### src/verilog/fetch_pkg.sv
/*
 * fetch stage package
 * address and instruction types, redirect and exception encodings,
 * exception vector offsets and the aligner state encoding
 */
package fetch_pkg;

  // byte address and one instruction memory word
  typedef logic [31:0] addr_t;
  typedef logic [31:0] word_t;
  // one 16-bit instruction parcel
  typedef logic [15:0] half_t;

  // where the next fetch address comes from on a redirect
  typedef enum logic [1:0] {
    PC_BOOT = 2'd0,
    PC_JUMP = 2'd1,
    PC_EXC  = 2'd2,
    PC_ERET = 2'd3
  } pc_src_e;

  // exception kind, picks the vector slot
  typedef enum logic [1:0] {
    EXC_RST     = 2'd0,
    EXC_ILLINSN = 2'd1,
    EXC_IRQ     = 2'd2,
    EXC_IRQ_NM  = 2'd3
  } exc_cause_e;

  // byte offsets inside the vector block
  localparam addr_t EXC_OFF_RST     = 32'h0000_0000;
  localparam addr_t EXC_OFF_ILLINSN = 32'h0000_0004;
  localparam addr_t EXC_OFF_IRQ     = 32'h0000_0008;
  localparam addr_t EXC_OFF_IRQ_NM  = 32'h0000_000C;

  // half-word offset machine of the aligner, IDLE is the reset state
  typedef enum logic [3:0] {
    IDLE, WAIT_ALIGNED, VALID_ALIGNED, UNALIGNED_16,
    WAIT_UNALIGNED_32, VALID_UNALIGNED_32,
    WAIT_JUMPED_ALIGNED, VALID_JUMPED_ALIGNED,
    WAIT_JUMPED_UNALIGNED, VALID_JUMPED_UNALIGNED
  } align_state_e;

endpackage

### src/verilog/fetch_if.sv
/*
 * fetch bus between the aligner and the memory port
 * one word request at a time, the port answers with valid and holds the word
 */
interface fetch_if;

  // request strobe from the aligner
  logic             req;
  // word address of the request, driven by the next-address mux
  fetch_pkg::addr_t addr;
  // last word returned and its address, held until the next valid
  fetch_pkg::word_t rdata;
  logic             valid;
  fetch_pkg::addr_t last_addr;

  // requesting side
  modport align (output req, input rdata, valid, last_addr);

  // serving side
  modport port (input req, addr, output rdata, valid, last_addr);

endinterface

### src/verilog/pc_select.sv
/*
 * next fetch address mux
 * builds the exception vector from the boot address and picks the
 * redirect target or the sequential word address
 */
module pc_select #(
  parameter int EXC_VEC_BITS = 5
) (
  input  fetch_pkg::addr_t      boot_addr_i,
  input  fetch_pkg::pc_src_e    pc_src_i,
  input  fetch_pkg::addr_t      jump_target_i,
  input  fetch_pkg::addr_t      epc_i,
  input  fetch_pkg::exc_cause_e exc_cause_i,
  input  fetch_pkg::addr_t      last_addr_i,
  input  logic                  incr_i,
  output fetch_pkg::addr_t      next_addr_o,
  output logic                  target_unaligned_o
);

  // low boot address bits replaced by the vector offset
  localparam fetch_pkg::addr_t VEC_MASK = (32'h1 << EXC_VEC_BITS) - 32'h1;

  fetch_pkg::addr_t exc_off;
  fetch_pkg::addr_t exc_vec;
  fetch_pkg::addr_t boot_vec;
  fetch_pkg::addr_t target;

  // vector slot per cause
  always_comb begin
    case (exc_cause_i)
      fetch_pkg::EXC_ILLINSN: exc_off = fetch_pkg::EXC_OFF_ILLINSN;
      fetch_pkg::EXC_IRQ:     exc_off = fetch_pkg::EXC_OFF_IRQ;
      fetch_pkg::EXC_IRQ_NM:  exc_off = fetch_pkg::EXC_OFF_IRQ_NM;
      default:                exc_off = fetch_pkg::EXC_OFF_RST;
    endcase
  end

  // upper boot bits kept, offset dropped into the low bits
  assign exc_vec  = (boot_addr_i & ~VEC_MASK) | (exc_off & VEC_MASK);
  assign boot_vec = (boot_addr_i & ~VEC_MASK) | (fetch_pkg::EXC_OFF_RST & VEC_MASK);

  // redirect target, may sit on a half-word
  always_comb begin
    case (pc_src_i)
      fetch_pkg::PC_JUMP: target = jump_target_i;
      fetch_pkg::PC_EXC:  target = exc_vec;
      fetch_pkg::PC_ERET: target = epc_i;
      default:            target = boot_vec;
    endcase
  end

  // memory only sees word addresses
  assign next_addr_o        = incr_i ? last_addr_i + 32'd4 : {target[31:2], 2'b00};
  // aligner starts from the upper half of the first word
  assign target_unaligned_o = target[1];

endmodule

### src/verilog/instr_mem_port.sv
/*
 * instruction memory port
 * runs the req/gnt/rvalid protocol with one request in flight, drops
 * responses of abandoned requests and holds the last word for the aligner
 */
module instr_mem_port (
  input  logic             clk,
  input  logic             rst_n,
  fetch_if.port            fetch,
  output logic             instr_req_o,
  output fetch_pkg::addr_t instr_addr_o,
  input  logic             instr_gnt_i,
  input  logic             instr_rvalid_i,
  input  fetch_pkg::word_t instr_rdata_i
);

  typedef enum logic [1:0] {
    PORT_IDLE,
    PORT_WAIT_GNT,
    PORT_WAIT_RVALID
  } port_state_e;

  port_state_e      state_q, state_d;
  // in-flight request was overtaken by a newer one
  logic             stale_q, stale_d;
  logic             valid;
  logic             issue;
  fetch_pkg::addr_t issue_addr;
  fetch_pkg::addr_t bus_addr_q;
  fetch_pkg::addr_t want_addr_q;
  fetch_pkg::word_t rdata_q;
  fetch_pkg::addr_t last_addr_q;

  ////////////////////////////////////////////////////////////
  // protocol FSM
  ////////////////////////////////////////////////////////////

  always_comb begin
    state_d      = state_q;
    stale_d      = stale_q;
    valid        = 1'b0;
    issue        = 1'b0;
    issue_addr   = fetch.addr;
    instr_req_o  = 1'b0;
    instr_addr_o = bus_addr_q;

    case (state_q)
      PORT_IDLE: begin
        issue = fetch.req;
      end

      PORT_WAIT_GNT: begin
        // address stays on the bus until granted
        instr_req_o = 1'b1;
        if (fetch.req) begin
          stale_d = 1'b1;
        end
        if (instr_gnt_i) begin
          state_d = PORT_WAIT_RVALID;
        end
      end

      PORT_WAIT_RVALID: begin
        if (instr_rvalid_i) begin
          if (stale_q) begin
            // swallow the old word, send the newest address instead
            issue = 1'b1;
            if (!fetch.req) begin
              issue_addr = want_addr_q;
            end
          end else begin
            valid = 1'b1;
            // aligner may ask for the next word in the same cycle
            issue = fetch.req;
            if (!fetch.req) begin
              state_d = PORT_IDLE;
            end
          end
        end else if (fetch.req) begin
          stale_d = 1'b1;
        end
      end

      default: begin
        state_d = PORT_IDLE;
      end
    endcase

    // put a fresh request straight on the bus
    if (issue) begin
      instr_req_o  = 1'b1;
      instr_addr_o = issue_addr;
      stale_d      = 1'b0;
      state_d      = instr_gnt_i ? PORT_WAIT_RVALID : PORT_WAIT_GNT;
    end
  end

  always_ff @(posedge clk or negedge rst_n) begin
    if (!rst_n) begin
      state_q <= PORT_IDLE;
      stale_q <= 1'b0;
    end else begin
      state_q <= state_d;
      stale_q <= stale_d;
    end
  end

  ////////////////////////////////////////////////////////////
  // address and data holding
  ////////////////////////////////////////////////////////////

  always_ff @(posedge clk) begin
    if (issue) begin
      bus_addr_q <= issue_addr;
    end
    // newest address the aligner asked for
    if (fetch.req) begin
      want_addr_q <= fetch.addr;
    end
    if (valid) begin
      rdata_q     <= instr_rdata_i;
      last_addr_q <= bus_addr_q;
    end
  end

  // response cycle bypasses the holding registers
  assign fetch.valid     = valid;
  assign fetch.rdata     = valid ? instr_rdata_i : rdata_q;
  assign fetch.last_addr = valid ? bus_addr_q : last_addr_q;

endmodule

### src/verilog/if_align.sv
/*
 * instruction aligner
 * offset FSM that cuts 16-bit and 32-bit instructions out of fetched words,
 * joins word-crossing instructions, and the IF/ID registers
 */
module if_align (
  input  logic             clk,
  input  logic             rst_n,
  fetch_if.align           fetch,
  input  logic             redirect_i,
  input  logic             target_unaligned_i,
  input  logic             take_i,
  output logic             incr_o,
  output logic             valid_o,
  output fetch_pkg::word_t instr_o,
  output fetch_pkg::addr_t pc_o,
  output fetch_pkg::word_t instr_id_o,
  output fetch_pkg::addr_t pc_id_o
);

  fetch_pkg::align_state_e state_q, state_d;

  // parcel kind of the lower and upper half of the current word
  logic             is_comp_lo;
  logic             is_comp_hi;
  logic             unaligned;
  logic             crossword;
  logic             fetch_req;
  logic             issue;
  logic             jumped;
  logic             held;
  // lower half of a crossing instruction and the word it came from
  fetch_pkg::half_t half_q;
  fetch_pkg::addr_t half_addr_q;

  assign is_comp_lo = fetch.rdata[1:0] != 2'b11;
  assign is_comp_hi = fetch.rdata[17:16] != 2'b11;

  // decode takes the instruction shown this cycle
  assign issue = valid_o & take_i;

  // sequential word unless flow changes
  assign incr_o    = ~redirect_i;
  assign fetch.req = fetch_req;

  // aligned states differ only in how they were entered
  assign jumped = (state_q == fetch_pkg::WAIT_JUMPED_ALIGNED) ||
                  (state_q == fetch_pkg::VALID_JUMPED_ALIGNED);
  assign held   = (state_q == fetch_pkg::VALID_ALIGNED) ||
                  (state_q == fetch_pkg::VALID_JUMPED_ALIGNED);

  ////////////////////////////////////////////////////////////
  // offset FSM
  ////////////////////////////////////////////////////////////

  always_comb begin
    state_d   = state_q;
    fetch_req = 1'b0;
    valid_o   = 1'b0;
    unaligned = 1'b0;
    crossword = 1'b0;

    case (state_q)
      // nothing to show until the first redirect
      fetch_pkg::IDLE: begin
        state_d = fetch_pkg::IDLE;
      end

      // instruction starts at bit 0 of the word
      fetch_pkg::WAIT_ALIGNED, fetch_pkg::VALID_ALIGNED,
      fetch_pkg::WAIT_JUMPED_ALIGNED, fetch_pkg::VALID_JUMPED_ALIGNED: begin
        if (fetch.valid || held) begin
          valid_o = 1'b1;
          state_d = jumped ? fetch_pkg::VALID_JUMPED_ALIGNED : fetch_pkg::VALID_ALIGNED;
          if (take_i) begin
            if (!is_comp_lo) begin
              // full word used, next one is aligned
              fetch_req = 1'b1;
              state_d   = fetch_pkg::WAIT_ALIGNED;
            end else if (is_comp_hi) begin
              // upper half already here
              state_d = fetch_pkg::UNALIGNED_16;
            end else begin
              // upper half starts a crossing instruction
              fetch_req = 1'b1;
              state_d   = fetch_pkg::WAIT_UNALIGNED_32;
            end
          end
        end
      end

      // compressed instruction in the upper half, no fetch needed
      fetch_pkg::UNALIGNED_16: begin
        unaligned = 1'b1;
        valid_o   = 1'b1;
        if (take_i) begin
          fetch_req = 1'b1;
          state_d   = fetch_pkg::WAIT_ALIGNED;
        end
      end

      // 32-bit instruction split over two words
      fetch_pkg::WAIT_UNALIGNED_32, fetch_pkg::VALID_UNALIGNED_32: begin
        unaligned = 1'b1;
        crossword = 1'b1;
        if (fetch.valid || state_q == fetch_pkg::VALID_UNALIGNED_32) begin
          valid_o = 1'b1;
          state_d = fetch_pkg::VALID_UNALIGNED_32;
          if (take_i) begin
            if (is_comp_hi) begin
              state_d = fetch_pkg::UNALIGNED_16;
            end else begin
              fetch_req = 1'b1;
              state_d   = fetch_pkg::WAIT_UNALIGNED_32;
            end
          end
        end
      end

      // redirect landed on the upper half
      fetch_pkg::WAIT_JUMPED_UNALIGNED, fetch_pkg::VALID_JUMPED_UNALIGNED: begin
        unaligned = 1'b1;
        if (fetch.valid || state_q == fetch_pkg::VALID_JUMPED_UNALIGNED) begin
          state_d = fetch_pkg::VALID_JUMPED_UNALIGNED;
          if (is_comp_hi) begin
            valid_o = 1'b1;
            if (take_i) begin
              fetch_req = 1'b1;
              state_d   = fetch_pkg::WAIT_ALIGNED;
            end
          end else begin
            // upper half still missing, fetch it regardless of take
            fetch_req = 1'b1;
            state_d   = fetch_pkg::WAIT_UNALIGNED_32;
          end
        end
      end

      default: begin
        state_d = fetch_pkg::IDLE;
      end
    endcase

    // flow change wins over everything above
    if (redirect_i) begin
      fetch_req = 1'b1;
      state_d   = target_unaligned_i ? fetch_pkg::WAIT_JUMPED_UNALIGNED :
                                       fetch_pkg::WAIT_JUMPED_ALIGNED;
    end
  end

  always_ff @(posedge clk or negedge rst_n) begin
    if (!rst_n) begin
      state_q <= fetch_pkg::IDLE;
    end else begin
      state_q <= state_d;
    end
  end

  ////////////////////////////////////////////////////////////
  // instruction and PC shown to decode
  ////////////////////////////////////////////////////////////

  // keep the upper half of the word we are leaving
  always_ff @(posedge clk) begin
    if (fetch_req) begin
      half_q      <= fetch.rdata[31:16];
      half_addr_q <= fetch.last_addr;
    end
  end

  always_comb begin
    instr_o = fetch.rdata;
    pc_o    = {fetch.last_addr[31:2], 2'b00};
    if (crossword) begin
      // new lower half on top, saved half below
      instr_o = {fetch.rdata[15:0], half_q};
      pc_o    = {half_addr_q[31:2], 2'b10};
    end else if (unaligned) begin
      instr_o = {2{fetch.rdata[31:16]}};
      pc_o    = {fetch.last_addr[31:2], 2'b10};
    end else if (is_comp_lo) begin
      instr_o = {2{fetch.rdata[15:0]}};
    end
  end

  // IF/ID registers, load only on an issue
  always_ff @(posedge clk) begin
    if (issue) begin
      instr_id_o <= instr_o;
      pc_id_o    <= pc_o;
    end
  end

endmodule

### src/verilog/fetch_top.sv
/*
 * instruction fetch stage top level
 * next-address mux, memory port and aligner around one fetch bus
 */
module fetch_top #(
  parameter int EXC_VEC_BITS = 5
) (
  input  logic                  clk,
  input  logic                  rst_n,
  input  fetch_pkg::addr_t      boot_addr_i,
  // flow change strobe and its qualifiers
  input  logic                  redirect_i,
  input  fetch_pkg::pc_src_e    pc_src_i,
  input  fetch_pkg::addr_t      jump_target_i,
  input  fetch_pkg::addr_t      epc_i,
  input  fetch_pkg::exc_cause_e exc_cause_i,
  input  logic                  take_i,
  // instruction memory
  output logic                  instr_req_o,
  output fetch_pkg::addr_t      instr_addr_o,
  input  logic                  instr_gnt_i,
  input  logic                  instr_rvalid_i,
  input  fetch_pkg::word_t      instr_rdata_i,
  // current instruction and the IF/ID copy
  output logic                  valid_o,
  output fetch_pkg::word_t      instr_o,
  output fetch_pkg::addr_t      pc_o,
  output fetch_pkg::word_t      instr_id_o,
  output fetch_pkg::addr_t      pc_id_o
);

  logic incr;
  logic target_unaligned;

  fetch_if fetch_bus ();

  pc_select #(
    .EXC_VEC_BITS(EXC_VEC_BITS)
  ) u_pc_select (
    .boot_addr_i       (boot_addr_i),
    .pc_src_i          (pc_src_i),
    .jump_target_i     (jump_target_i),
    .epc_i             (epc_i),
    .exc_cause_i       (exc_cause_i),
    .last_addr_i       (fetch_bus.last_addr),
    .incr_i            (incr),
    .next_addr_o       (fetch_bus.addr),
    .target_unaligned_o(target_unaligned)
  );

  instr_mem_port u_instr_mem_port (
    .clk           (clk),
    .rst_n         (rst_n),
    .fetch         (fetch_bus.port),
    .instr_req_o   (instr_req_o),
    .instr_addr_o  (instr_addr_o),
    .instr_gnt_i   (instr_gnt_i),
    .instr_rvalid_i(instr_rvalid_i),
    .instr_rdata_i (instr_rdata_i)
  );

  if_align u_if_align (
    .clk               (clk),
    .rst_n             (rst_n),
    .fetch             (fetch_bus.align),
    .redirect_i        (redirect_i),
    .target_unaligned_i(target_unaligned),
    .take_i            (take_i),
    .incr_o            (incr),
    .valid_o           (valid_o),
    .instr_o           (instr_o),
    .pc_o              (pc_o),
    .instr_id_o        (instr_id_o),
    .pc_id_o           (pc_id_o)
  );

endmodule

### config.mk
export PLATFORM = sky130hd
export DESIGN_NAME = fetch_top
export DESIGN_NICKNAME = d
export VERILOG_FILES = /design/src/verilog/fetch_pkg.sv /design/src/verilog/fetch_if.sv /design/src/verilog/pc_select.sv /design/src/verilog/instr_mem_port.sv /design/src/verilog/if_align.sv /design/src/verilog/fetch_top.sv
export SDC_FILE = /design/constraint.sdc
export NUM_CORES = 1
export LEC_CHECK = 0
export ABC_AREA = 1
export BUFFER_PORTS_ARGS = -buffer_cell sky130_fd_sc_hd__buf_2
export CORE_MARGIN = 2
export CORE_UTILIZATION = 53
export CTS_CLUSTER_SIZE = 8
export DETAILED_ROUTE_END_ITERATION = 8
export PLACE_DENSITY = 0.8
export SETUP_SLACK_MARGIN = 0.05
export SYNTH_ARGS = -nofsm -noshare
export SYNTH_HDL_FRONTEND = slang
export SYNTH_SLANG_ARGS = --single-unit
### constraint.sdc
create_clock -name clk -period 6.1 [get_ports clk]
set_clock_uncertainty 0.1 [all_clocks]
set_input_delay 1.83 -clock clk [delete_from_list [all_inputs] [get_ports clk]]
set_output_delay 1.83 -clock clk [all_outputs]
set_load 0.02 [all_outputs]
== Yosys cells after proc, flatten, opt, wreduce, memory -nomap -nowiden ==
Index checks and enable logic that the tools add are counted.

* Add/subtract/negate cells: 1
* Equal/unequal tests: 29
* Mux-type cells: 66
* Bitwise logic cells: 2
* Reductions and logical operators: 14

{| class="wikitable"
|+ Operators by type and width
! cell !! count
|-
| 32-bit 2-to-1 mux || 12
|-
| 32-bit case mux with 3 select lines || 1
|-
| 4-bit 2-to-1 mux || 11
|-
| 32-bit by 3-bit adder with 32-bit output (second input constant) || 1
|-
| 32-bit by 4-bit OR with 32-bit output || 1
|-
| 1-bit 2-to-1 mux || 26
|-
| 3-bit by 2-bit inequality test with 1-bit output (second input constant) || 6
|-
| 4-bit by 3-bit == test with 1-bit output (second input constant) || 4
|-
| 4-bit case mux with 4 select lines || 1
|-
| 2-bit 2-to-1 mux || 7
|-
| 4-bit case mux with 3 select lines || 1
|-
| 2-bit == test (second input constant) || 5
|-
| 3-bit inequality test (second input constant) || 3
|-
| 4-bit by 2-bit == test with 1-bit output (second input constant) || 2
|-
| 4-bit == test (second input constant) || 2
|-
| 1-bit case mux with 4 select lines || 2
|-
| 2-bit by 1-bit == test with 1-bit output (second input constant) || 3
|-
| 3-bit 2-to-1 mux || 2
|-
| 2-bit case mux with 3 select lines || 1
|-
| 1-bit logical OR || 5
|-
| 5-bit AND reduction || 1
|-
| 5-bit OR reduction || 1
|-
| 4-bit by 1-bit == test with 1-bit output (second input constant) || 1
|-
| 2-bit inequality test (second input constant) || 2
|-
| other kinds (9) || 11
|}

* Bits in registers: 247
* Input port bits: 138
* Word-level logic and storage cells: 123

== Logic depth before layout (Yosys ltp) ==
Gate-level depths: netlist of the first run.

* Word-level depth: 16
* Mapped depth: 19
* Depth with buffers taken out: 18

== Cells and area by module ==
Synthesis of the first run repeated with hierarchy kept, for this count alone.

* Cell total of the unflattened synthesis: 1454
* Area, all modules: 11364.6 µm²

{| class="wikitable"
|+ By module, submodules not included
! module !! times used !! cells an instance !! area each (µm²)
|-
| if_align || 1 || 441 || 4829.6
|-
| instr_mem_port || 1 || 618 || 4790.8
|-
| pc_select || 1 || 395 || 1744.2
|}

== Least setup slack after synthesis of the first run ==
Ideal clock, no wire load.

* Path kind: input-to-output
* Start point: in instr_rvalid_i
* End point: out instr_addr_o[24]
* Data arrival time: 3.785 ns
* Setup slack: 0.385 ns
* Stages on the path: 12
* Buffers on the path: 1
* Path through: nand2_2 nor2_4 nand2_1 nand2_2 nand2_1 inv_2 nand3_1 nand4_4 buf_2 nand3_1 nand3_1 nand3_1

* Word-level cells in the longest chain between the ends: 15

{| class="wikitable"
|+ RTL lines
! what !! line !! RTL
|-
| start: declaration || fetch_top.sv:22 || <nowiki>input logic instr_rvalid_i,</nowiki>
|-
| 1-bit 2-to-1 mux * || instr_mem_port.sv:64 || <nowiki>if (instr_rvalid_i) begin</nowiki>
|-
| 1-bit 2-to-1 mux * || instr_mem_port.sv:47 || <nowiki>case (state_q)</nowiki>
|-
| 32-bit 2-to-1 mux * || instr_mem_port.sv:128 || <nowiki>assign fetch.rdata = valid ? instr_rdata_i : rdata_q;</nowiki>
|-
| net fetch_bus.rdata[16] || fetch_if.sv:12 || <nowiki>fetch_pkg::word_t rdata;</nowiki>
|-
| 2-bit inequality test * || if_align.sv:37 || <nowiki>assign is_comp_hi = fetch.rdata[17:16] != 2'b11;</nowiki>
|-
| 1-bit 2-to-1 mux || if_align.sv:80, if_align.sv:110 ||
|-
| 1-bit 2-to-1 mux || if_align.sv:76 || <nowiki>if (!is_comp_lo) begin</nowiki>
|-
| 1-bit 2-to-1 mux || if_align.sv:75 || <nowiki>if (take_i) begin</nowiki>
|-
| 1-bit 2-to-1 mux || if_align.sv:72 || <nowiki>if (fetch.valid || held) begin</nowiki>
|-
| 1-bit case mux with 4 select lines * || if_align.sv:63 || <nowiki>case (state_q)</nowiki>
|-
| 1-bit 2-to-1 mux * || if_align.sv:145 || <nowiki>if (redirect_i) begin</nowiki>
|-
| 32-bit 2-to-1 mux || -- ||
|-
| 32-bit 2-to-1 mux || instr_mem_port.sv:65 || <nowiki>if (stale_q) begin</nowiki>
|-
| 32-bit 2-to-1 mux || instr_mem_port.sv:64 ||
|-
| 32-bit 2-to-1 mux || instr_mem_port.sv:47 ||
|-
| 32-bit 2-to-1 mux * || -- ||
|-
| end: declaration || fetch_top.sv:20 || <nowiki>output fetch_pkg::addr_t instr_addr_o,</nowiki>
|}

Mark *: on every way through the listed nets, which the timed path passes. The rest lies on a longest branch.

== Final worst setup path of the first run ==
* Start point: in instr_rvalid_i
* End point: out instr_addr_o[19]

{| class="wikitable"
|+ RTL lines
! what !! line !! RTL
|-
| 1-bit 2-to-1 mux * || instr_mem_port.sv:64 ||
|-
| 1-bit 2-to-1 mux * || instr_mem_port.sv:47 ||
|-
| 32-bit 2-to-1 mux * || instr_mem_port.sv:128 ||
|-
| net fetch_bus.rdata[0] || fetch_if.sv:12 ||
|-
| 2-bit inequality test * || if_align.sv:36 || <nowiki>assign is_comp_lo = fetch.rdata[1:0] != 2'b11;</nowiki>
|-
| 1-bit 2-to-1 mux * || if_align.sv:76 ||
|-
| 1-bit 2-to-1 mux * || if_align.sv:75 ||
|-
| 1-bit 2-to-1 mux * || if_align.sv:72 ||
|-
| 1-bit case mux with 4 select lines * || if_align.sv:63 ||
|-
| 1-bit 2-to-1 mux * || if_align.sv:145 ||
|-
| 32-bit 2-to-1 mux || -- ||
|-
| 32-bit 2-to-1 mux || instr_mem_port.sv:65 ||
|-
| 32-bit 2-to-1 mux || instr_mem_port.sv:64 ||
|-
| 32-bit 2-to-1 mux || instr_mem_port.sv:47 ||
|-
| 32-bit 2-to-1 mux * || -- ||
|}

Marks and branches as above.

==> results of run 1 <==
## registers in the layout (all words and copies together), names as in the netlist
| name | count |
|---|---|
| u_if_align.instr_id_o | 32 |
| u_instr_mem_port.bus_addr_q | 32 |
| u_instr_mem_port.last_addr_q | 32 |
| u_instr_mem_port.rdata_q | 32 |
| u_instr_mem_port.want_addr_q | 32 |
| u_if_align.pc_id_o | 31 |
| u_if_align.half_addr_q | 30 |
| u_if_align.half_q | 16 |
| u_if_align.state_q | 4 |
| u_instr_mem_port.state_q | 2 |
| u_instr_mem_port.stale_q | 1 |
## cell families after synthesis
kind of cell,after synthesis,share of synthesized area [%]
and+or+nand+nor,773,29.2
DFF,244,52.9
buffers and inverters,183,6.94
AOI/OAI and AO/OA,180,8.94
muxes,14,1.23
adders and majority gates,4,0.441
xor gates and xnor gates,3,0.231
other,1,0.0330
## cell usage in the layout (no fill, tap or decap), drive strengths merged, types with 5 or more instances in the layout
cell type / netlist / layout
dfxtp: 128 / 128
edfxtp: 109 / 109
a31oi: 5 / 5
clkbuf: 31 / 58
dfrtp: 7 / 7
or2: 30 / 30
nor2: 105 / 105
mux2i: 14 / 14
nand2: 496 / 496
and2: 11 / 11
o21ai: 119 / 119
nand3: 101 / 101
nand4: 25 / 25
buf: 32 / 388
a21oi: 37 / 37
inv: 118 / 119
## tightest hold or removal path, delay by kind of cell, from the launching register on
| kind | cells | cell delay [ns] |
|---|---|---|
| flip-flops | 1 | 0.31 |
| AND/OR/NAND/NOR | 1 | 0.06 |
| AO/OA/AOI/OAI | 1 | 0.06 |
## where the power goes
part / internal (W) / switching [W] / leakage, nW
sequential: 0.00251 / 0.000207 / 2.20
clock: 0.00109 / 0.000686 / 0.483
combinational: 0.00134 / 0.00296 / 4.34
## cell usage after synthesis, types with 2 or more instances
library cell,number,area [sq um]
buf_4,11,82.6
o21ai_2,10,87.6
a31oi_1,4,25.0
inv_2,6,22.5
mux2i_1,14,140
nor2_4,3,33.8
a22oi_1,3,22.5
nor3_1,4,20.0
buf_1,6,22.5
o21ai_0,83,415
or2_1,7,43.8
xor2_1,3,26.3
nor2_2,9,56.3
dfrtp_1,7,175
nand3_1,99,495
o21ai_1,25,125
a21oi_1,37,185
clkinv_1,2,7.51
a211oi_1,2,15.0
and2_1,11,68.8
buf_2,9,45.0
o221ai_1,2,17.5
nor2_1,93,349
nand2_2,16,100
or2_2,15,93.8
ha_1,4,50.1
clkbuf_1,30,113
buf_6,6,67.6
inv_1,111,417
o22ai_1,3,18.8
nand4_1,24,150
dfxtp_1,128,2560
edfxtp_1,109,3270
o211ai_1,2,15.0
nand2_1,480,1800
or2_0,8,50.1
## final cells by class
class                           count  area [sq um]  share of cell area (%)
Inverter                          120           468                    3.12
Clock buffer                       56           976                    6.50
Timing Repair Buffer              390          2380                    15.9
Sequential cell                   244          6010                    40.0
Antenna cell                        1          2.50                  0.0167
Multi-Input combinational cell    976          4800                    32.0
Tap cell                          275           344                    2.29
Clock inverter                      3          30.0                   0.200
## repair_timing
action / 4_1_cts / 5_1_grt
gates cloned: 0 / 2
hold buffers: 0 / 0
buffers inserted: 0 / 23
resized for setup: 1 / 89
pin swaps: 0 / 16
endpoints found under the setup margin: 4 / 42
## path summary, 6_finish.rpt
check	from	endpoint	slack, ns	depth (start not counted)
worst max-delay path	instr_rvalid_i	instr_addr_o[19]	0.15	19
worst min-delay path	u_instr_mem_port.want_addr_q[2]$_DFF_P_	u_instr_mem_port.want_addr_q[2]$_DFF_P_	0.35	2
worst max register to register	u_instr_mem_port.state_q[0]$_DFFE_PN0P_	u_instr_mem_port.state_q[1]$_DFFE_PN0P_	2.73	20
worst min register to register	u_instr_mem_port.want_addr_q[2]$_DFF_P_	u_instr_mem_port.want_addr_q[2]$_DFF_P_	0.35	2
max in group asynchronous	rst_n	u_instr_mem_port.state_q[1]$_DFFE_PN0P_	4.69	1
min in group asynchronous	rst_n	u_if_align.state_q[1]$_DFFE_PN0P_	1.05	1
## metal layers
metal | GRT usage, % | routed length, um | vias up | share of wire (%)
met1 | 38.8 | 13800 | 5083 | 40
met4 | 7.50 | 885 | 0 | 2.6
li1 | - | - | 5317 | -
met3 | 4.76 | 3430 | 69 | 10
met5 | 0 | 0 | - | 0
met2 | 46.5 | 16200 | 675 | 47
## metrics by stage
stage                     power, W  setup slack (ns)
after global routing       0.00929            0.0152
after global placement     0.00661             0.119
after detailed placement   0.00674            0.0522
final                      0.00879             0.153
after CTS                  0.00856            0.0509
after floorplan            0.00525             0.385
==> implementation parameters, run 1 <==
Parameter                              Value

Status
  Result of the run ... complete, no violations

Timing
  Hold Worst Slack ... between 0.3 and 0.4 ns
  # setup viols final ... 0
  Final hold violation count ... 0
  Maximum clock frequency ... 0.168 GHz
  Period utilization ... approximately 97%
  Sum of negative setup slack ... 0 ns
  Slew at the pin with the worst max-slew slack ... roughly 0.94 ns
  Max-slew violations ... 0
  Unrepaired setup endpoints after global routing ... true
  Shortest period the worst path allows ... a little under 6 ns
  Slew headroom ... 37.3%

Yosys
  Post-synthesis instance total ... ~1,400
  Syn. warnings ... 0
  #FFs+latches synth ... 244
  Number of distinct library cell variants in the gate-level netlist after synthesis ... 52
  Synthesized area per cell ... about 8 sq um
  Part of the Yosys area used for sequential elements ... between 50% and 60%
  Synth Cell Area ... 0.0114 sq mm
  Most used flip-flop cell after synthesis ... dfxtp_1
  EDFF count, synth ... between 100 and 150
  Share of async-settable or async-resettable flops after synthesis ... 2.87%

Global route
  Largest net degree at the start of global routing ... 92
  First-pass GRT wire length ... 50,300 um
  Vias in the first global route ... 9,746
  Tot GR Track Use ... around 28%
  GRT Residual Overflow ... 0
  Initial antenna violation count ... 1

Critical path
  Critical path's largest stage delay ... ~0.18 ns
  Worst path required time ... between 4 and 5 ns
  Critical Path, Cell by Cell ... buf_4, nand2_2, nor2_4, buf_12, buf_8, nand2_1, nand2_2, nand3_2, nand2_2, nand2_2, nand4_4, nand2_2, nand2_4, buf_4, buf_6, nor2_1, a21oi_1, nand2_1, buf_2
  Crit path capture type ... primary output
  Most numerous cell on the critical path ... nand2_2
  Arrival time at the worst endpoint ... 4.02 ns
  Top cell family by delay on the critical path ... simple AND/OR/NAND/NOR gates
  Crit Path Max Fanout ... 7
  Worst path slowest cell ... buf_2
  Sort of element at the start of the critical path ... primary input
  Critical path buffers and inverters ... 6
  Critical path class ... primary input to primary output

Power and ir drop
  Max rail drop VDD ... around 270 uV
  Pwr per Cell Area ... ~600 mW/mm^2
  Leakage power ... about 7.0 nW

Placed design
  Post-detail-place hpwl ... between 20,000 and 25,000 um
  Gp weighted congestion ... a little over 1
  Placed inst area ... about 0.013 sq mm
  Number of placed cells counting well taps ... 1,980
  Count of buffers inserted at the top-level ports ... 290

Worst hold path
  Type of the tightest min-delay check ... flip-flop to flip-flop

Detailed routing
  Vias per cell ... roughly 5.4
  1st-iter DRT viols ... approximately 1,000
  Number of optimization iterations in the first detailed-route pass ... 8
  Count of unresolved DRC violations after routing ... 0
  Wire length per cell ... ~17 um
  Antenna-violating nets left ... 0
  Total wire length ... between 30,000 and 40,000 um
  Vias after detailed routing ... roughly 11,000

Floorplan
  Floorplan row count ... 53
  Ports ... 300
  Die height ... between 150 and 200 um
  DIE AREA ... around 0.023 sq mm
  Die Wd ... between 150 and 200 um
  Starting density of the core ... roughly 54%
  Core Footprint ... approximately 0.021 sq mm

Layout
  Filler cell count in the final layout ... between 1,500 and 2,000
  Final Non-Filler Cells ... between 2,000 and 2,500
  Ratio of cells with drive above 1 in the final layout ... a little under a third
  Final cell utilization of the core ... between 70 and 80%
  Area growth from synthesis to final layout ... 32.2%
  Design area ... roughly 0.015 sq mm
  Net count, final ... around 1,900

Clocking
  Maximum count of clock buffers along a single path ... 3
  TritonCTS buffer count ... 36
  CTS HTree Levels ... 2
  # clock sinks ... around 240
  Clock root buffer ... clkbuf_16
  Clock tree from TritonCTS ... yes
  Clock insertion delay at the later pin of the skew report ... around 0.50 ns
  Worst-path clk slew ... 0.05 ns

Job
  Max-cap violations ... 0
Power figures use the tool's default switching activity.
==> inputs of run 2 (changes only) <==
--- a/config.mk
+++ b/config.mk
@@ -15,4 +15,5 @@
 export SETUP_SLACK_MARGIN = 0.05
 export SYNTH_ARGS = -nofsm -noshare
 export SYNTH_HDL_FRONTEND = slang
+export SYNTH_HIERARCHICAL = 1
 export SYNTH_SLANG_ARGS = --single-unit
==> run 2 against run 1 <==
  * The flow now finishes with violations (setup timing)
  * Design area up 6.4%
  * Utilization grew 4.5 points
  * Synthesized cell count rose by 3.7%
  * Sequential share of layout area decreased by 2.4 points
  * Non-clock buffer count increased by 33
  * Combinational power rose by 13%
  * Register-to-register slack better by 0.19 ns
  * Die area about the same
  * Worst setup slack lost 0.25 ns
  * First-iteration DRC count rose by 11%
  * Fmax shrank 4.1%
  * Largest power group unchanged
==> implementation parameters, run 2 <==
Parameter                              Value

Clocking
  Clock tree from TritonCTS ... yes
  TritonCTS buffer count ... 36 (unchanged)
  Clock insertion delay at the later pin of the skew report ... 0.50 ns (about the same)
  Maximum count of clock buffers along a single path ... 3 (unchanged)
  Clock root buffer ... clkbuf_16
  CTS HTree Levels ... 2 (unchanged)
  Worst-path clk slew ... 0.05 ns (about the same)
  # clock sinks ... 244 (unchanged)

Detailed routing
  Number of optimization iterations in the first detailed-route pass ... 6 (-2)
  Wire length per cell ... 17.7 um (+6.3%)
  Count of unresolved DRC violations after routing ... 0 (unchanged)
  Vias per cell ... 5.39 (-0.17%)
  Total wire length ... 38,000 um (+11%)
  Antenna-violating nets left ... 0 (unchanged)
  1st-iter DRT viols ... 1,116 (+11%)
  Vias after detailed routing ... 11,600 (+3.9%)

Floorplan
  DIE AREA ... 0.0226 sq mm (about the same)
  Ports ... 300 (unchanged)
  Die height ... 150 um (about the same)
  Floorplan row count ... 53 (unchanged)
  Starting density of the core ... 54.1% (about the same)
  Die Wd ... 150 um (about the same)
  Core Footprint ... 0.0210 sq mm (unchanged)

Layout
  Area growth from synthesis to final layout ... 40.5%
  Commonest cells after routing, fill and taps aside ... 641 x nand2_1, 257 x buf_2, 128 x dfxtp_1
  Filler cell count in the final layout ... 1,371 (-12%)
  Most common cell after layout, fill and taps aside ... nand2_1
  Final cell utilization of the core ... 75.9% (+4.5 points)
  Register area ... 0.00601 sq mm (unchanged)
  Final Non-Filler Cells ... 2,149 (+4.1%)
  Multi-input combinational cell area ... 0.00518 sq mm (+8.0%)
  Ratio of cells with drive above 1 in the final layout ... 34.5% (+3.7 points)
  Design area ... 0.0160 sq mm (+6.4%)
  Net count, final ... 1,986 (+4.0%)
  Number of antenna cells inserted ... 0 (-1)

Yosys
  Synth area leader ... edfxtp_1
  Most frequent cells after synthesis ... 698 x nand2_1, 128 x dfxtp_1, 109 x edfxtp_1
  Synth Cell Area ... 0.0114 sq mm (about the same)
  #FFs+latches synth ... 244 (unchanged)
  Most used flip-flop cell after synthesis ... dfxtp_1
  Number of distinct library cell variants in the gate-level netlist after synthesis ... 41 (-21%)
  Synthesized area per cell ... 7.82 sq um (-3.5%)
  Part of the Yosys area used for sequential elements ... 52.9% (about the same)
  Area share of the largest cell type after synthesis ... 28.8% (about the same)
  Syn. warnings ... 6 (+6)
  EDFF count, synth ... 109 (unchanged)
  Post-synthesis instance total ... 1,454 (+3.7%)
  Share of async-settable or async-resettable flops after synthesis ... 2.87% (unchanged)
  Main area contributors after synthesis ... edfxtp_1 29%, nand2_1 23%, dfxtp_1 23%, nand3_1 3.2%, o21ai_0 3.1%
  Most frequent cell after synthesis ... nand2_1

Global route
  First-pass GRT wire length ... 50,200 um (-0.37%)
  Largest net degree at the start of global routing ... 65 (-29%)
  Tot GR Track Use ... 28.2% (about the same)
  Initial antenna violation count ... 0 (-1)
  Vias in the first global route ... 10,200 (+4.2%)
  GRT Residual Overflow ... 0 (unchanged)

Critical path
  Crit Path Max Fanout ... 7 (unchanged)
  Worst path required time ... 4.17 ns (about the same)
  Arrival time at the worst endpoint ... 4.27 ns (+0.25 ns)
  Critical path class ... primary input to primary output
  Crit path capture type ... primary output
  Sort of element at the start of the critical path ... primary input

Timing
  Slew headroom ... 48.7% (+11 points)
  Final hold violation count ... 0 (unchanged)
  Sum of negative setup slack ... -1.68 ns (-1.68 ns)
  # setup viols final ... 28 (+28)
  Unrepaired setup endpoints after global routing ... true
  Period utilization ... 102% (+4.1 points)
  Shortest period the worst path allows ... 6.20 ns (+0.252 ns)
  Maximum clock frequency ... 0.161 GHz (-4.1%)
  Final WS setup ... -0.0988 ns (-0.252 ns)
  Slew at the pin with the worst max-slew slack ... 0.769 ns (-0.170 ns)
  Max-slew violations ... 0 (unchanged)
  Hold Worst Slack ... 0.350 ns (-0.00371 ns)

Worst hold path
  Type of the tightest min-delay check ... flip-flop to flip-flop

Status
  Result of the run ... finished with violations
  Failing checks ... setup timing

Placed design
  Post-detail-place hpwl ... 22,500 um (-7.1%)
  Gp weighted congestion ... 0.920 (-10%)
  Number of placed cells counting well taps ... 2,042 (+3.1%)
  Count of buffers inserted at the top-level ports ... 290 (unchanged)
  Placed inst area ... 0.0137 sq mm (+1.8%)

Job
  Max-cap violations ... 0 (unchanged)

Power and ir drop
  Max rail drop VDD ... 268 uV (-1.4%)
  Leakage power ... 7.69 nW (+9.6%)
  Pwr per Cell Area ... 589 mW/mm^2 (+0.63%)
==> run 2: changes by cell type in the layout (fill, tap and decap cells not counted), sizes merged, moves of 8 or more <==
cell / change
clkbuf: +14
buf: +25
mux2i: -14
nand2: +220
o21ai: +15
or2: -30
a21oi: -27
nand3: -24
nand4: -19
nor2: -27
and2: -8
inv: -32
==> run 2: cell type report <==
cell class	count	share of cell area, %
clock buffers	62	6.39
inverters	87	2.20
well taps	275	2.16
repair buffers	423	19.0
flip-flops and latches	244	37.6
clock inverters	3	0.141
multi-input cells	1055	32.4
==> run 2: worst paths after layout <==
path                                                          start                                  endpoint  slack [ns]  cells after the start
min reg2reg                u_instr_mem_port/want_addr_q[30]$_DFF_P_  u_instr_mem_port/want_addr_q[30]$_DFF_P_        0.35                      2
min                        u_instr_mem_port/want_addr_q[30]$_DFF_P_  u_instr_mem_port/want_addr_q[30]$_DFF_P_        0.35                      2
max in group asynchronous                                     rst_n      u_instr_mem_port/stale_q$_DFFE_PN0P_        4.67                      1
max                                                  instr_rvalid_i                          instr_addr_o[14]        -0.1                     21
min in group asynchronous                                     rst_n         u_if_align/state_q[0]$_DFFE_PN0P_        1.05                      1
max reg2reg                 u_instr_mem_port/state_q[1]$_DFFE_PN0P_   u_instr_mem_port/bus_addr_q[12]$_DFF_P_        2.92                     21
==> run 2: cells by family after synthesis <==
logic type / after synthesis / synth area share [%]
flops: 244 / 52.9
buf+inv: 156 / 6.91
other cells: 1 / 0.0330
simple gates: 886 / 32.0
fa+ha+maj: 1 / 0.110
xor+xnor: 13 / 1.00
compound gates: 153 / 7.02
==> run 2: layer usage <==
layer	global-route usage [%]	up-vias	wire length (um)
met4	9.91	0	1490
met3	4.45	137	3710
met5	0	-	0
met1	34.5	5253	13900
met2	50.5	762	18900
li1	-	5426	-
==> run 2: power by group <==
group	leakage, nW	internal, W	switching (W)
Combinational	4.98	0.00171	0.00314
Clock	0.498	0.00113	0.000701
Sequential	2.21	0.00250	0.000234
==> run 2: worst max-delay path, cell delays in order <==
cell and delay [ns]:
buf_8 0.10, nand3_4 0.16, clkinv_8 0.12, buf_12 0.15, nand2_4 0.06, nand2_4 0.05, nand2_4 0.11, inv_4 0.05
nand2_2 0.06, nor2_1 0.05, a21oi_1 0.12, nand4_1 0.14, buf_6 0.18, nor2_4 0.14, nor2_4 0.06, nor2_4 0.17
buf_12 0.18, buf_6 0.15, nand2_1 0.11, o21ai_4 0.09, buf_6 0.15
==> run 2: what timing repair did <==
| action | CTS | global route |
|---|---|---|
| buffers inserted | 6 | 23 |
| setup endpoints to repair | 32 | 32 |
| resized for setup | 36 | 188 |
| hold buffers | 0 | 0 |
| pin swaps | 4 | 46 |
| hold endpoints to repair | 0 | 0 |
| cloned | 2 | 12 |
==> run 2: stage by stage <==
step / total power, W / setup WS, ns
4_1_cts: 0.00874 / 0.0289
3_3_place_gp: 0.00664 / -0.151
3_5_place_dp: 0.00675 / -0.224
2_1_floorplan: 0.00539 / -1.19
5_1_grt: 0.00986 / -0.174
6_report: 0.00941 / -0.0988
==> inputs of run 3 (changes only) <==
--- a/config.mk
+++ b/config.mk
@@ -12,8 +12,8 @@
 export CTS_CLUSTER_SIZE = 8
 export DETAILED_ROUTE_END_ITERATION = 8
 export PLACE_DENSITY = 0.8
+export REMOVE_ABC_BUFFERS = 1
 export SETUP_SLACK_MARGIN = 0.05
 export SYNTH_ARGS = -nofsm -noshare
 export SYNTH_HDL_FRONTEND = slang
-export SYNTH_HIERARCHICAL = 1
 export SYNTH_SLANG_ARGS = --single-unit
==> run 3 against run 2 <==
  * Clock power down 3%
  * Final cell count fell by 3.5%
  * Hold slack got worse by 0.0069 ns
  * The flow now finishes without violations
  * Non-clock buffer count shrank 20
  * Clock-buffer cell count shrank 7
  * Worst setup slack improved by 0.20 ns
  * Register-to-register slack got worse by 0.29 ns
  * Combinational power shrank 12%
  * Die area barely moved
  * Critical endpoint unchanged
  * Critical path depth decreased by 4
  * Utilization is 4.8 points lower
  * Highest routed layer unchanged
==> implementation parameters, run 3 (synthesis gave the netlist of run 1 again) <==
Parameter                              Value

Status
  Result of the run ... complete, no violations

Timing
  Final WS setup ... 0.0991 ns (+0.198 ns)
  Slew headroom ... 38.6% (-10 points)
  Unrepaired setup endpoints after global routing ... true
  Period utilization ... 98.4% (-3.2 points)
  Max-slew violations ... 0 (unchanged)
  Shortest period the worst path allows ... 6.00 ns (-0.198 ns)
  Slew at the pin with the worst max-slew slack ... 0.921 ns (+0.152 ns)
  Maximum clock frequency ... 0.167 GHz (+3.3%)
  # setup viols final ... 0 (-100%)
  Final hold violation count ... 0 (unchanged)
  Hold Worst Slack ... 0.343 ns (-0.00690 ns)

Placed design
  Gp weighted congestion ... 0.970 (+5.5%)
  Post-detail-place hpwl ... 24,400 um (+8.2%)
  Post-place setup slack ... -0.0351 ns (+0.189 ns)
  Count of buffers inserted at the top-level ports ... 290 (unchanged)

Global route
  GRT Residual Overflow ... 0 (unchanged)
  Tot GR Track Use ... 28.3% (+0.080 points)
  Largest net degree at the start of global routing ... 76 (+17%)
  Vias in the first global route ... 10,000 (-1.3%)
  First-pass GRT wire length ... 50,200 um (about the same)
  Initial antenna violation count ... 0 (unchanged)

Detailed routing
  1st-iter DRT viols ... 782 (-30%)
  Vias after detailed routing ... 10,900 (-5.9%)
  Antenna-violating nets left ... 0 (unchanged)
  Count of unresolved DRC violations after routing ... 0 (unchanged)
  Wire length per cell ... 16.2 um (-8.5%)
  Vias per cell ... 5.25 (-2.5%)
  Total wire length ... 33,600 um (-12%)
  Number of optimization iterations in the first detailed-route pass ... 5 (-1)

Critical path
  Worst path required time ... 4.17 ns (about the same)
  Arrival time at the worst endpoint ... 4.07 ns (-0.20 ns)
  Crit path capture type ... primary output
  Critical path class ... primary input to primary output
  Sort of element at the start of the critical path ... primary input
  Crit Path Max Fanout ... 6 (-1)

Clocking
  Clock root buffer ... clkbuf_16
  # clock sinks ... 244 (unchanged)
  CTS HTree Levels ... 2 (unchanged)
  Clock insertion delay at the later pin of the skew report ... 0.50 ns (about the same)
  Maximum count of clock buffers along a single path ... 3 (unchanged)
  TritonCTS buffer count ... 36 (unchanged)
  Worst-path clk slew ... 0.04 ns (about the same)
  Clock tree from TritonCTS ... yes

Job
  Max-cap violations ... 0 (unchanged)

Power and ir drop
  Part of the power in combinational logic ... 48.7% (-2.8 points)
  Pwr per Cell Area ... 584 mW/mm^2 (-0.95%)
  Max rail drop VDD ... 263 uV (-2.1%)
  Internal Pwr Total ... 0.00499 W (-6.4%)
  Leakage power ... 7.07 nW (-8.0%)
  Relative contribution of the clock network to total power ... 20.3% (+0.8 points)
  Sw power ... 0.00375 W (-8.1%)
  Sequential group share of total power ... 30.9% (+1.9 points)
  Switching share of power ... 42.9% (-0.46 points)

Layout
  Ratio of cells with drive above 1 in the final layout ... 29.8% (-4.7 points)
  Number of antenna cells inserted ... 0 (unchanged)
  Commonest cells after routing, fill and taps aside ... 471 x nand2_1, 284 x buf_2, 128 x dfxtp_1
  Final cell utilization of the core ... 71.2% (-4.8 points)
  Area growth from synthesis to final layout ... 31.8%
  Most common cell after layout, fill and taps aside ... nand2_1
  Net count, final ... 1,923 (-3.2%)

Floorplan
  Die Wd ... 150 um (about the same)
  Floorplan row count ... 53 (unchanged)
  DIE AREA ... 0.0226 sq mm (about the same)
  Ports ... 300 (unchanged)
  Starting density of the core ... 54.0% (about the same)
  Die height ... 150 um (about the same)
  Core Footprint ... 0.0210 sq mm (unchanged)

Worst hold path
  Type of the tightest min-delay check ... flip-flop to flip-flop
==> run 3: repair_timing <==
item	in CTS	in global routing
hold buffers	0	0
cloned	1	1
setup endpoints to repair	14	32
gates resized for setup	3	46
setup buffers	6	7
pin swaps	1	6
==> run 3: cell type report <==
type,instances,area (sq um)
flip-flops and latches,244,6010
multi-input cells,976,4710
clock buffers,55,993
repair buffers,403,2450
fillers,1613,6060
clock inverters,1,5.00
inverters,120,458
well taps,275,344
==> run 3: critical path, stage by stage <==
cell and delay [ns]:
buf_4 0.14, nand2_2 0.08, nor2_4 0.19, buf_6 0.16
nand2_1 0.06, nand2_1 0.16, nand2_2 0.11, nor2_2 0.19
nand3_1 0.15, inv_2 0.08, nand2_1 0.05, nand3_1 0.14
nand2_1 0.14, o21ai_2 0.15, nor2_1 0.05, nor2_1 0.19
buf_4 0.17
==> run 3: metrics by stage <==
step / setup TNS, ns / total power [W] / instances / cell area (sq um)
4_1_cts: 0 / 0.00863 / 2067 / 14700
6_report: 0 / 0.00874 / 2074 / 15000
3_5_place_dp: -0.0891 / 0.00680 / 2004 / 13600
3_3_place_gp: 0 / 0.00668 / 2004 / 13600
5_1_grt: -0.0138 / 0.00924 / 2074 / 15000
2_1_floorplan: -65.00 / 0.00519 / 1340 / 11000
==> run 3: worst paths after layout <==
path	slack [ns]	from	cells past startpoint	to
hold reg to reg	0.34	u_instr_mem_port.want_addr_q[2]$_DFF_P_	2	u_instr_mem_port.want_addr_q[2]$_DFF_P_
setup / recovery	0.1	instr_rvalid_i	17	instr_addr_o[14]
hold / removal	0.34	u_instr_mem_port.want_addr_q[2]$_DFF_P_	2	u_instr_mem_port.want_addr_q[2]$_DFF_P_
setup reg to reg	2.63	u_instr_mem_port.state_q[0]$_DFFE_PN0P_	13	u_if_align.pc_id_o[31]$_DFFE_PP_
max in group asynchronous	4.67	rst_n	1	u_if_align.state_q[3]$_DFFE_PN0P_
min in group asynchronous	1.06	rst_n	1	u_instr_mem_port.state_q[0]$_DFFE_PN0P_
==> run 3: power by group through the flow <==
stage / logic, W / clock network (W) / registers (W)
6_report: 0.00426 / 0.00178 / 0.00270
3_5_place_dp: 0.00408 / 0 / 0.00272
3_3_place_gp: 0.00399 / 0 / 0.00270
2_1_floorplan: 0.00239 / 0 / 0.00279
5_1_grt: 0.00463 / 0.00185 / 0.00275
4_1_cts: 0.00414 / 0.00179 / 0.00270
==> run 3: per-layer routing <==
layer	GRT usage, %	up-vias	routed length, um
met5	0	-	0
met4	10.2	0	1060
met3	4.76	76	2980
li1	-	5337	-
met2	46.7	528	15600
met1	37.7	4953	14000
